$ cat config.mk
export PLATFORM = sky130hd
export DESIGN_NAME = xt_chipset_top
export DESIGN_NICKNAME = d
export VERILOG_FILES = /design/src/xt_chipset_pkg.sv /design/src/xt_chipset_top.sv /design/src/chipset_read_mux.sv /design/src/timer_clock_generator.sv /design/src/io_port_registers.sv /design/src/ems_page_mapper.sv /design/src/io_address_decoder.sv
export VERILOG_INCLUDE_DIRS = /design/src
export SDC_FILE = /design/constraint.sdc
export NUM_CORES = 1
export LEC_CHECK = 0
export BUFFER_PORTS_ARGS = -buffer_cell sky130_fd_sc_hd__buf_2
export CORE_AREA = 2 2 99 82
export CTS_CLUSTER_DIAMETER = 60
export DETAILED_ROUTE_END_ITERATION = 8
export DIE_AREA = 0 0 101 84
export MAX_ROUTING_LAYER = met4
export PLACE_DENSITY_LB_ADDON = 0.3
export SLEW_MARGIN = 10
export SYNTH_ARGS = -nofsm -noshare
export SYNTH_HDL_FRONTEND = slang
export SYNTH_SLANG_ARGS = --single-unit
$ cat constraint.sdc
create_clock -name clock -period 2.56 [get_ports clock]
set_input_delay 0.512 -clock clock [delete_from_list [all_inputs] [get_ports clock]]
set_output_delay 0.512 -clock clock [all_outputs]
set_load 0.02 [all_outputs]
$ cat src/xt_chipset_defs.svh
/*
 * PC/XT chipset glue constants
 * Bus widths, I/O port addresses and EMS data codes
 */
`ifndef XT_CHIPSET_DEFS_SVH
`define XT_CHIPSET_DEFS_SVH

// CPU bus
`define XT_ADDR_W 20
`define XT_DATA_W 8

// Four EMS segment windows of 16 KB each
`define EMS_PAGES 4
`define EMS_MAP_W 7

// I/O ports as seen on address bits 15..0
`define EMS_PORT_BASE 16'h0260
`define LPT_DATA_PORT 16'h0378
`define NMI_PORT_BASE 16'h00A0

// EMS map register write codes
`define EMS_DISABLE_CODE 8'hFF
`define EMS_MAP_LIMIT 8'h80

`endif
$ cat src/xt_chipset_pkg.sv
/*
 * PC/XT chipset glue types
 * Bus cycle bundle, chip selects and the EMS and read-mux enums
 */
`include "xt_chipset_defs.svh"

package xt_chipset_pkg;

    // One CPU bus cycle as seen by the chipset
    typedef struct packed {
        logic [`XT_ADDR_W-1:0] address;
        logic [`XT_DATA_W-1:0] wdata;
        logic                  io_read_n;
        logic                  io_write_n;
        logic                  memory_cycle;
        logic                  address_enable_n;
    } bus_cycle_t;

    // Active-high selects
    typedef struct packed {
        logic dma;
        logic pic;
        logic pit;
        logic ppi;
        logic dma_page;
        logic ems_port;
        logic lpt;
        logic nmi_mask;
    } chip_select_t;

    // Decoded EMS map write
    typedef enum logic [1:0] {
        EMS_DISABLE,
        EMS_MAP,
        EMS_KEEP
    } ems_cmd_e;

    typedef enum logic [1:0] {
        READ_NONE,
        READ_EMS,
        READ_LPT,
        READ_NMI
    } read_src_e;

endpackage

$ cat src/xt_chipset_top.sv
/*
 * PC/XT chipset glue logic, top level
 * Address decode, EMS mapper, port latches, read mux and timer clock
 */
`include "xt_chipset_defs.svh"

module xt_chipset_top (
    input  logic                  clock,
    input  logic                  reset,
    input  logic [`XT_ADDR_W-1:0] address_i,
    input  logic [`XT_DATA_W-1:0] data_i,
    input  logic                  io_read_n_i,
    input  logic                  io_write_n_i,
    input  logic                  address_enable_n_i,
    input  logic                  tandy_video_i,
    input  logic                  ems_enabled_i,
    input  logic [1:0]            ems_base_i,
    input  logic                  peripheral_clock_i,
    output logic                  dma_cs_n_o,
    output logic                  pic_cs_n_o,
    output logic                  pit_cs_n_o,
    output logic                  ppi_cs_n_o,
    output logic                  dma_page_cs_n_o,
    output logic [`EMS_PAGES-1:0] ems_bank_o,
    output logic [`XT_DATA_W-1:0] data_o,
    output logic                  data_valid_o,
    output logic                  timer_clock_o
);
    import xt_chipset_pkg::*;

    bus_cycle_t            bus;
    chip_select_t          sel;
    logic [`EMS_PAGES-1:0] page_enable;
    logic [`XT_DATA_W-1:0] ems_read;
    logic [`XT_DATA_W-1:0] lpt_data;
    logic [`XT_DATA_W-1:0] nmi_mask;

    assign bus.address          = address_i;
    assign bus.wdata            = data_i;
    assign bus.io_read_n        = io_read_n_i;
    assign bus.io_write_n       = io_write_n_i;
    // No I/O strobe means a memory cycle
    assign bus.memory_cycle     = io_read_n_i & io_write_n_i;
    assign bus.address_enable_n = address_enable_n_i;

    // External chips take active-low selects
    assign dma_cs_n_o      = ~sel.dma;
    assign pic_cs_n_o      = ~sel.pic;
    assign pit_cs_n_o      = ~sel.pit;
    assign ppi_cs_n_o      = ~sel.ppi;
    assign dma_page_cs_n_o = ~sel.dma_page;

    io_address_decoder io_address_decoder_i (
        .bus_i         (bus),
        .tandy_video_i (tandy_video_i),
        .ems_enabled_i (ems_enabled_i),
        .ems_base_i    (ems_base_i),
        .page_enable_i (page_enable),
        .sel_o         (sel),
        .ems_bank_o    (ems_bank_o)
    );

    ems_page_mapper ems_page_mapper_i (
        .clock         (clock),
        .reset         (reset),
        .bus_i         (bus),
        .sel_i         (sel),
        .page_enable_o (page_enable),
        .ems_read_o    (ems_read)
    );

    io_port_registers io_port_registers_i (
        .clock      (clock),
        .reset      (reset),
        .bus_i      (bus),
        .sel_i      (sel),
        .lpt_data_o (lpt_data),
        .nmi_mask_o (nmi_mask)
    );

    chipset_read_mux chipset_read_mux_i (
        .clock        (clock),
        .reset        (reset),
        .bus_i        (bus),
        .sel_i        (sel),
        .ems_read_i   (ems_read),
        .lpt_data_i   (lpt_data),
        .nmi_mask_i   (nmi_mask),
        .data_o       (data_o),
        .data_valid_o (data_valid_o)
    );

    timer_clock_generator timer_clock_generator_i (
        .clock              (clock),
        .reset              (reset),
        .peripheral_clock_i (peripheral_clock_i),
        .timer_clock_o      (timer_clock_o)
    );

endmodule

$ cat src/chipset_read_mux.sv
/*
 * Chipset read-data mux
 * Registers EMS, printer or NMI-mask data onto the CPU data bus
 */
`include "xt_chipset_defs.svh"

module chipset_read_mux (
    input  logic                         clock,
    input  logic                         reset,
    input  xt_chipset_pkg::bus_cycle_t   bus_i,
    input  xt_chipset_pkg::chip_select_t sel_i,
    input  logic [`XT_DATA_W-1:0]        ems_read_i,
    input  logic [`XT_DATA_W-1:0]        lpt_data_i,
    input  logic [`XT_DATA_W-1:0]        nmi_mask_i,
    output logic [`XT_DATA_W-1:0]        data_o,
    output logic                         data_valid_o
);
    import xt_chipset_pkg::*;

    read_src_e src;

    // EMS wins over printer, printer over NMI
    always_comb begin
        src = READ_NONE;
        if (~bus_i.io_read_n) begin
            if (sel_i.ems_port) begin
                src = READ_EMS;
            end else if (sel_i.lpt) begin
                src = READ_LPT;
            end else if (sel_i.nmi_mask) begin
                src = READ_NMI;
            end
        end
    end

    always_ff @(posedge clock, posedge reset) begin
        if (reset) begin
            data_o       <= '0;
            data_valid_o <= 1'b0;
        end else begin
            data_valid_o <= (src != READ_NONE);
            case (src)
                READ_EMS: data_o <= ems_read_i;
                READ_LPT: data_o <= lpt_data_i;
                READ_NMI: data_o <= nmi_mask_i;
                default:  data_o <= '0;
            endcase
        end
    end

    a_valid_after_read: assert property (@(posedge clock) disable iff (reset)
        $rose(data_valid_o) |-> $past(!bus_i.io_read_n));

endmodule

$ cat src/timer_clock_generator.sv
/*
 * Timer clock generator
 * Toggles the 8253 clock on each synchronized rising edge of the peripheral clock
 */
module timer_clock_generator (
    input  logic clock,
    input  logic reset,
    input  logic peripheral_clock_i,
    output logic timer_clock_o
);

    // Two synchronizer flops plus one for edge detect
    logic [2:0] sync_q;
    logic       rising;

    always_ff @(posedge clock, posedge reset) begin
        if (reset) begin
            sync_q <= '0;
        end else begin
            sync_q <= {sync_q[1:0], peripheral_clock_i};
        end
    end

    assign rising = sync_q[1] & ~sync_q[2];

    always_ff @(posedge clock, posedge reset) begin
        if (reset) begin
            timer_clock_o <= 1'b0;
        end else if (rising) begin
            timer_clock_o <= ~timer_clock_o;
        end
    end

endmodule

$ cat src/io_port_registers.sv
/*
 * Chipset port latches
 * Printer data at 378h and Tandy NMI mask at A0h..A7h
 */
`include "xt_chipset_defs.svh"

module io_port_registers (
    input  logic                         clock,
    input  logic                         reset,
    input  xt_chipset_pkg::bus_cycle_t   bus_i,
    input  xt_chipset_pkg::chip_select_t sel_i,
    output logic [`XT_DATA_W-1:0]        lpt_data_o,
    output logic [`XT_DATA_W-1:0]        nmi_mask_o
);

    logic io_write;

    assign io_write = ~bus_i.io_write_n;

    // Printer data latch
    always_ff @(posedge clock, posedge reset) begin
        if (reset) begin
            lpt_data_o <= '1;
        end else if (sel_i.lpt && io_write) begin
            lpt_data_o <= bus_i.wdata;
        end
    end

    // NMI mask starts with everything masked
    always_ff @(posedge clock, posedge reset) begin
        if (reset) begin
            nmi_mask_o <= '1;
        end else if (sel_i.nmi_mask && io_write) begin
            nmi_mask_o <= bus_i.wdata;
        end
    end

endmodule

$ cat src/ems_page_mapper.sv
/*
 * EMS page mapper
 * Four segment map registers behind ports 260h..263h, two-stage write path
 */
`include "xt_chipset_defs.svh"

module ems_page_mapper (
    input  logic                         clock,
    input  logic                         reset,
    input  xt_chipset_pkg::bus_cycle_t   bus_i,
    input  xt_chipset_pkg::chip_select_t sel_i,
    output logic [`EMS_PAGES-1:0]        page_enable_o,
    output logic [`XT_DATA_W-1:0]        ems_read_o
);
    import xt_chipset_pkg::*;

    logic [`EMS_MAP_W-1:0] map_q [`EMS_PAGES];
    ems_cmd_e              cmd;
    logic                  wr_strobe;
    logic                  wr_pending;
    logic [1:0]            wr_index;
    ems_cmd_e              wr_cmd;
    logic [`EMS_MAP_W-1:0] wr_map;
    logic [1:0]            rd_index;

    assign wr_strobe = sel_i.ems_port & ~bus_i.io_write_n;

    always_comb begin
        if (bus_i.wdata == `EMS_DISABLE_CODE) begin
            cmd = EMS_DISABLE;
        end else if (bus_i.wdata < `EMS_MAP_LIMIT) begin
            cmd = EMS_MAP;
        end else begin
            cmd = EMS_KEEP;
        end
    end

    // Stage 1 captures the write
    always_ff @(posedge clock, posedge reset) begin
        if (reset) begin
            wr_pending <= 1'b0;
        end else begin
            wr_pending <= wr_strobe;
        end
    end

    always_ff @(posedge clock) begin
        wr_index <= bus_i.address[1:0];
        wr_cmd   <= cmd;
        wr_map   <= bus_i.wdata[`EMS_MAP_W-1:0];
    end

    // Stage 2 updates the map register
    always_ff @(posedge clock, posedge reset) begin
        if (reset) begin
            for (int i = 0; i < `EMS_PAGES; i++) begin
                map_q[i] <= '0;
            end
            page_enable_o <= '0;
        end else if (wr_pending) begin
            case (wr_cmd)
                EMS_DISABLE: begin
                    map_q[wr_index]         <= '1;
                    page_enable_o[wr_index] <= 1'b0;
                end
                EMS_MAP: begin
                    map_q[wr_index]         <= wr_map;
                    page_enable_o[wr_index] <= 1'b1;
                end
                default: begin
                    // Out-of-range data leaves the page alone
                end
            endcase
        end
    end

    assign rd_index   = bus_i.address[1:0];
    assign ems_read_o = page_enable_o[rd_index]
                        ? {{(`XT_DATA_W - `EMS_MAP_W){1'b0}}, map_q[rd_index]}
                        : `EMS_DISABLE_CODE;

    a_reset_disables: assert property (@(posedge clock) reset |=> (page_enable_o == '0));

    // Page just disabled reads back FFh
    a_disabled_reads_ff: assert property (@(posedge clock) disable iff (reset)
        (wr_pending && wr_cmd == EMS_DISABLE && rd_index == wr_index) ##1 $stable(rd_index)
        |-> (ems_read_o == `EMS_DISABLE_CODE));

endmodule

$ cat src/io_address_decoder.sv
/*
 * I/O and memory address decoder
 * Low-port chip selects, EMS/printer/NMI port selects and EMS window hits
 */
`include "xt_chipset_defs.svh"

module io_address_decoder (
    input  xt_chipset_pkg::bus_cycle_t   bus_i,
    input  logic                         tandy_video_i,
    input  logic                         ems_enabled_i,
    input  logic [1:0]                   ems_base_i,
    input  logic [`EMS_PAGES-1:0]        page_enable_i,
    output xt_chipset_pkg::chip_select_t sel_o,
    output logic [`EMS_PAGES-1:0]        ems_bank_o
);

    logic       iorq;
    logic       io_cycle;
    logic       low_port;
    logic [2:0] device;
    logic [3:0] ems_nibble;

    assign iorq     = ~bus_i.io_read_n | ~bus_i.io_write_n;
    assign io_cycle = iorq & ~bus_i.address_enable_n;

    // One 32-port block per device in 000h..0FFh
    assign low_port = io_cycle & ~bus_i.address[9] & ~bus_i.address[8];
    assign device   = bus_i.address[7:5];

    always_comb begin
        sel_o.dma      = low_port && (device == 3'd0);
        sel_o.pic      = low_port && (device == 3'd1);
        sel_o.pit      = low_port && (device == 3'd2);
        sel_o.ppi      = low_port && (device == 3'd3);
        sel_o.dma_page = low_port && (device == 3'd4);

        // 260h..263h
        sel_o.ems_port = io_cycle && ems_enabled_i
                         && (bus_i.address[15:2] == `EMS_PORT_BASE >> 2);
        sel_o.lpt      = io_cycle && (bus_i.address[15:0] == `LPT_DATA_PORT);
        // A0h..A7h on Tandy machines only
        sel_o.nmi_mask = io_cycle && tandy_video_i
                         && (bus_i.address[15:3] == `NMI_PORT_BASE >> 3);
    end

    // Window base Ah, Ch or Dh
    always_comb begin
        case (ems_base_i)
            2'd0:    ems_nibble = 4'hA;
            2'd1:    ems_nibble = 4'hC;
            default: ems_nibble = 4'hD;
        endcase
    end

    always_comb begin
        for (int i = 0; i < `EMS_PAGES; i++) begin
            ems_bank_o[i] = bus_i.memory_cycle && page_enable_i[i]
                            && (bus_i.address[`XT_ADDR_W-1 -: 6] == {ems_nibble, 2'(i)});
        end
    end

endmodule

### Word level (Yosys, flattened, before mapping)

Cells that the tools add are included.
W data, S select, Z words.

* register bits: 73
* output and inout port bits: 19
* word-level logic and storage cells: 112

* magnitude comparators: 7
* equal/unequal tests: 17
* muxes and demuxes: 20
* bitwise logic cells: 25
* reduce and logical (&&, ||, !) cells: 28

Operator list (count)
* $pmux W28 S2: 1
* $bwmux W28: 1
* $or A28 B28 Y28: 1
* $eq A6 B6 Y1: 4
* $pmux W8 S3: 1
* $logic_and A1 B1 Y1: 22
* $mux W7: 3
* $eq A16 B10 Y1 const B: 1
* $bmux W7 S2: 1
* $demux W7 S2: 1
* $eq A14 B8 Y1 const B: 1
* $eq A13 B5 Y1 const B: 1
* $not A1 Y1: 12
* $mux W2: 5
* $eq A8 B8 Y1 const B: 1
* $lt A8 B8 Y1 const B: 1
* $mux W8: 1
* $pmux W4 S2: 1
* $and A1 B1 Y1: 6
* $eq A2 B1 Y1 const B: 3
* $eq A3 B2 Y1 const B: 2
* $ge A3 B3 Y1 const B: 2
* $lt A2 B3 Y1 const B: 2
* $not A2 Y3: 2
* 17 further kinds: 21

### Logic depth before layout (Yosys ltp)

* depth after elaboration: 11
* gate-level depth with buffers: 6
* mapped depth without buffers: 4

### Hierarchy

Synthesis repeated with hierarchy kept, for this count alone.

* cell total of the unflattened synthesis: 261
* area, all modules: 3427.0 um^2

By module, submodules not included
* ems_page_mapper: instances 1, cells an instance 115, area each 1820.5 um^2, sequential area each 1046.0 um^2
* io_port_registers: instances 1, cells an instance 37, area each 676.9 um^2, sequential area each 420.4 um^2
* chipset_read_mux: instances 1, cells an instance 58, area each 516.7 um^2, sequential area each 225.2 um^2
* io_address_decoder: instances 1, cells an instance 38, area each 254.0 um^2, sequential area each 0.0 um^2
* timer_clock_generator: instances 1, cells an instance 7, area each 133.9 um^2, sequential area each 100.1 um^2
* xt_chipset_top: instances 1, cells an instance 6, area each 25.0 um^2, sequential area each 0.0 um^2

### Worst setup path after synthesis

Ideal clock, no wire load.

* path type: input-to-reg
* from: input port address_i[11]
* to: register chipset_read_mux_i.data_o[6]
* setup time: 0.086 ns
* arrival time: 2.219 ns
* required time: 2.474 ns
* path slack: 0.255 ns
* stages on the path: 6
* buffers on the path: 2
* path through: or4_4 > or4_1 > buf_2 > or2_1 > buf_6 > o221ai_2

* cells in the longest elaborated chain, start to end: 8
* elaborated cells between the ends (all ways): 14
* those cells by class: eq/ne: 6; mux: 5; reduce/logical: 3

RTL lines
* start: declaration: line xt_chipset_top.sv:10 `` input logic [`XT_ADDR_W-1:0] address_i, ``
* $eq A13 B5 Y1: line io_address_decoder.sv:43 `` && (bus_i.address[15:3] == `NMI_PORT_BASE >> 3); ``
* $logic_and A1 B1 Y1: line io_address_decoder.sv:42 `sel_o.nmi_mask = io_cycle && tandy_video_i`
* $mux W2: line chipset_read_mux.sv:30 `end else if (sel_i.nmi_mask) begin`
* $mux W2: line chipset_read_mux.sv:28 `end else if (sel_i.lpt) begin`
* $mux W2 (*): line chipset_read_mux.sv:26 `if (sel_i.ems_port) begin`
* $mux W2 (*): line chipset_read_mux.sv:25 `if (~bus_i.io_read_n) begin`
* $eq A2 B2 Y1 / $eq A2 B1 Y1 (equally long branches): line chipset_read_mux.sv:42 `case (src)`
* $pmux W8 S3 (*): line chipset_read_mux.sv:42
* end signal: assignment: line chipset_read_mux.sv:43 `READ_EMS: data_o <= ems_read_i;`
* end signal: assignment: line chipset_read_mux.sv:44 `READ_LPT: data_o <= lpt_data_i;`
* end signal: assignment: line chipset_read_mux.sv:45 `READ_NMI: data_o <= nmi_mask_i;`
* end: declaration: line chipset_read_mux.sv:15 `` output logic [`XT_DATA_W-1:0] data_o, ``

Mark *: on every way between the ends. The rest lies on a longest branch, timed or not.
A chain may end at the register's enable or synchronous reset.

### Worst setup path after layout

* from: input port io_write_n_i
* to: output port pic_cs_n_o

* cells in the longest elaborated chain, start to end: 7

RTL lines
* start: declaration: line xt_chipset_top.sv:13 `input logic io_write_n_i,`
* $not A1 Y1: line io_address_decoder.sv:23 `assign iorq = ~bus_i.io_read_n | ~bus_i.io_write_n;`
* $or A1 B1 Y1: line io_address_decoder.sv:23
* $and A1 B1 Y1: line io_address_decoder.sv:24 `assign io_cycle = iorq & ~bus_i.address_enable_n;`
* $and A1 B1 Y1 (2 in series): line io_address_decoder.sv:27 `assign low_port = io_cycle & ~bus_i.address[9] & ~bus_i.address[8];`
* $logic_and A1 B1 Y1: line io_address_decoder.sv:32 `sel_o.pic = low_port && (device == 3'd1);`
* $not A1 Y1: line xt_chipset_top.sv:48 `assign pic_cs_n_o = ~sel.pic;`
* end: declaration: line xt_chipset_top.sv:20 `output logic pic_cs_n_o,`

Every way passes these cells.

==> impl_metrics.yaml <==
worst_setup_path:
  crit_path_start_kind: "input pin"
  path_class: "input pin to output port"
  cp_slowest_cell: "nor3_1"
  crit_fanout: 4
  crit_chain: "buf_2 > a211o_1 > nor3_1 > nand3b_1 > buf_2"
  crit_family: "simple AND/OR/NAND/NOR gates"
  arrival_ps: 1640
  path_buf_inv: 2
  path_common_cell: "buf_2"
  crit_path_max_incr_delay_ps: 370
  critPathLaunch: "io_write_n_i"
  cp.required_ps: 2050
  cp-end-kind: "output port"
place:
  dp_cells: 411
  placed_area_mm2: 0.003545
  gp_congestion: 0.8323
  io_buffers: 56
  hpwlAfterDp_mm: 5.006
layout:
  drive_gt1_share_pct: 40.72
  multi_input_area_mm2: 0.001281
  fill_cells: 697
  area_growth_pct: 20.14
  postLayoutCellArea_mm2: 0.003740
  fin_cells: 427
  antenna-diode-count: 0
  final-seq-area_mm2: 0.001792
  fin_nets: 367
grt:
  grt_pass1_wl_mm: 11.17
  antenna_found_initial: 0
  grt_max_degree: 36
  grt_usage_pct: 17.80
  grt_pass1_vias: 2280
  gr-total-overflow: 0
power_and_ir_drop:
  p_int_mw: 1.670
  swShare_pct: 23.98
  clkPwrFrac_pct: 40.0
  p_sw_mw: 0.5269
  ir_drop_uv: 349.2
  p_leak_nw: 1.708
  seqPwrFrac_pct: 53.8
  p_per_area_mw_per_mm2: 587.4
  comb_power_share_pct: 6.1
cts:
  cts_hold_buf: 0
  cts_tree: "built"
  clk_latency_ps: 350
  cts.sinks: 73
  cts_made_buffers: 9
  postCtsSetupRepairBufs: 0
  clockBufferDepth: 2
  htree_levels: 3
  clk_pin_slew_ps: 80
  root_buffer: "clkbuf_8"
  post_cts_resize_count: 0
timing:
  maxSlewViolCount: 0
  hold_ws_ps: 213.4
  fin_crit_ps: 2157
  slew_headroom_pct: 57.71
  worstMarginPinSlew_ps: 631.0
  finalHoldViolCount: 0
  post-route-period-util_pct: 84.25
  finalSetupTns_ps: 0
  rsz0062_at_grt: "no"
  setup_viol: 0
  max_freq_mhz: 463.6
  clock_skew_ps: 11.70
synth:
  yosys.cell_types.count: 43
  synth_fa_ha_area_share_pct: 0
  synth-seq-cells: 73
  synth_area_mm2: 0.003113
  synth-edff-count: 0
  yosysWarnings: 0
  syn_inst: 264
  avgSynthCellArea_um2: 11.79
  yosys.area_share.simple_pct: 19.17
  synth_top_family_by_area: "simple AND/OR/NAND/NOR gates"
  seq_area_frac_synth_pct: 57.56
  synth_mux_area_share_pct: 13.02
  synth-async-reset-ratio_pct: 84.93
  synth_flop_cell: "dfrtp_1"
  synth-compound-area-share_pct: 8.079
  yosys.area_share.xor_xnor_pct: 0.2814
  syn-num-nets: 302
die:
  core_mm2: 0.007620
  io_pins: 57
  dieWidth_um: 101
  die_h_um: 84
  die-area_mm2: 0.008484
  rows: 29
  start_util_pct: 40.85
route:
  ant_nets: 0
  wl_per_cell_um: 16.10
  vias_per_cell: 5.433
  wl_mm: 6.876
  vias: 2320
  drc: 0
  dr.pass1.iters: 7
  drtIter0Drc: 127
job:
  cap_violations: 0
worst_hold_path:
  hp-class: "input pin to asynchronous set/reset pin"
status:
  status: "finished, final reports clean"
==> synthesized netlist by cell type, drive strengths merged, types with 2 or more instances <==
cell type	number	area share [%]
and3	2	0.40
and4	2	0.56
nor2b	8	1.6
nand2b	3	0.60
nand3	13	2.1
o21ai	9	1.4
dfrtp	46	37
inv	2	0.24
nor2	36	4.3
nand3b	3	0.72
nand4b	2	0.56
nor4	2	0.60
buf	4	0.80
mux2	20	7.2
clkbuf	7	0.84
dfstp	16	14
a21oi	23	3.7
nor4b	2	0.76
and4b	3	0.96
o221ai	7	2.4
nor4bb	2	0.64
or4b	3	0.96
dfxtp	11	7.1
mux4	8	5.8
nand2	18	2.2
or4	2	0.60
==> layout by cell type (no fill, tap or decap), types with 3 or more instances in the layout <==
cell      count
buf_2        56
dfrtp_1      46
nor2_1       36
a21oi_1      23
mux2_2       20
nand2_1      18
dfstp_2      16
nand3_1      13
dfxtp_1      11
o21ai_0       9
clkbuf_8      9
buf_4         9
nor2b_1       8
mux4_2        8
o221ai_1      5
nand3b_1      3
nand2b_1      3
and4b_1       3
==> through the flow <==
step / util [%] / power (mW) / setup WS, ps
floorplan: - / 1.268 / 255.4
global placement: 46.52 / 1.340 / 183.4
detailed placement: 46.52 / 1.343 / 141.7
CTS: 49.08 / 2.221 / 415.8
global route: 49.08 / 2.292 / 323.1
finish: 49.08 / 2.197 / 403.1
==> metal layers <==
metal	track usage (%)	vias to the layer above	part of all wire, %	wire [µm]
met5	-	-	0	0
met4	4.054	0	0.93	64
met3	5.695	8	6.3	431
met2	26.30	77	46	3185
met1	24.16	1144	46	3195
li1	-	1091	-	-
==> flip-flops by register name, indices dropped and copies added, names as in the netlist, named ones only <==
| signal | count |
|---|---|
| ems_page_mapper_i.wr_map | 7 |
| chipset_read_mux_i.data_valid_o | 1 |
| timer_clock_generator_i.timer_clock_o | 1 |
| ems_page_mapper_i.map_q | 28 |
| ems_page_mapper_i.wr_pending | 1 |
| ems_page_mapper_i.wr_index | 2 |
| io_port_registers_i.nmi_mask_o | 8 |
| timer_clock_generator_i.sync_q | 3 |
| io_port_registers_i.lpt_data_o | 8 |
| chipset_read_mux_i.data_o | 8 |
| ems_page_mapper_i.wr_cmd | 2 |
==> tightest hold or removal path: stages <==
cell and delay (ps):
buf_2 100, inv_2 40, buf_4 310
==> worst paths after layout <==
| path | to | slack (ps) | depth (start not counted) |
|---|---|---|---|
| worst min register to register | timer_clock_generator_i.sync_q[1]$_DFF_PP0_ | 350 | 0 |
| worst max-delay path | pic_cs_n_o | 400 | 5 |
| min in group clock | timer_clock_generator_i.sync_q[0]$_DFF_PP0_ | 270 | 1 |
| worst min-delay path | ems_page_mapper_i.map_q[25]$_DFFE_PP0P_ | 210 | 3 |
| max in group asynchronous | io_port_registers_i.lpt_data_o[5]$_DFFE_PP1P_ | 1950 | 3 |
| worst max register to register | chipset_read_mux_i.data_o[0]$_DFF_PP0_ | 940 | 4 |
==> power groups by stage <==
stage | combinational [mW] | clock [mW] | sequential [mW]
final | 0.134 | 0.880 | 1.18
after global routing | 0.150 | 0.957 | 1.18
after detailed placement | 0.137 | 0 | 1.21
after CTS | 0.138 | 0.900 | 1.18
after floorplan | 0.0550 | 0 | 1.21
after global placement | 0.134 | 0 | 1.21
==> final cells by class <==
class | instances | share of cell area, %
repair buffers | 65 | 9.301
multi-input cells | 178 | 34.26
well taps | 93 | 3.111
clock inverters | 7 | 1.907
inverters | 2 | 0.2007
flip-flops and latches | 73 | 47.91
clock buffers | 9 | 3.312
==> kinds of logic after synthesis <==
group / count (synthesis)
buffers and inverters: 13
muxes: 28
DFF: 73
xor gates and xnor gates: 1
and+or+nand+nor: 108
AOI/OAI and AO/OA: 41
(Power assumes the default switching activity.)
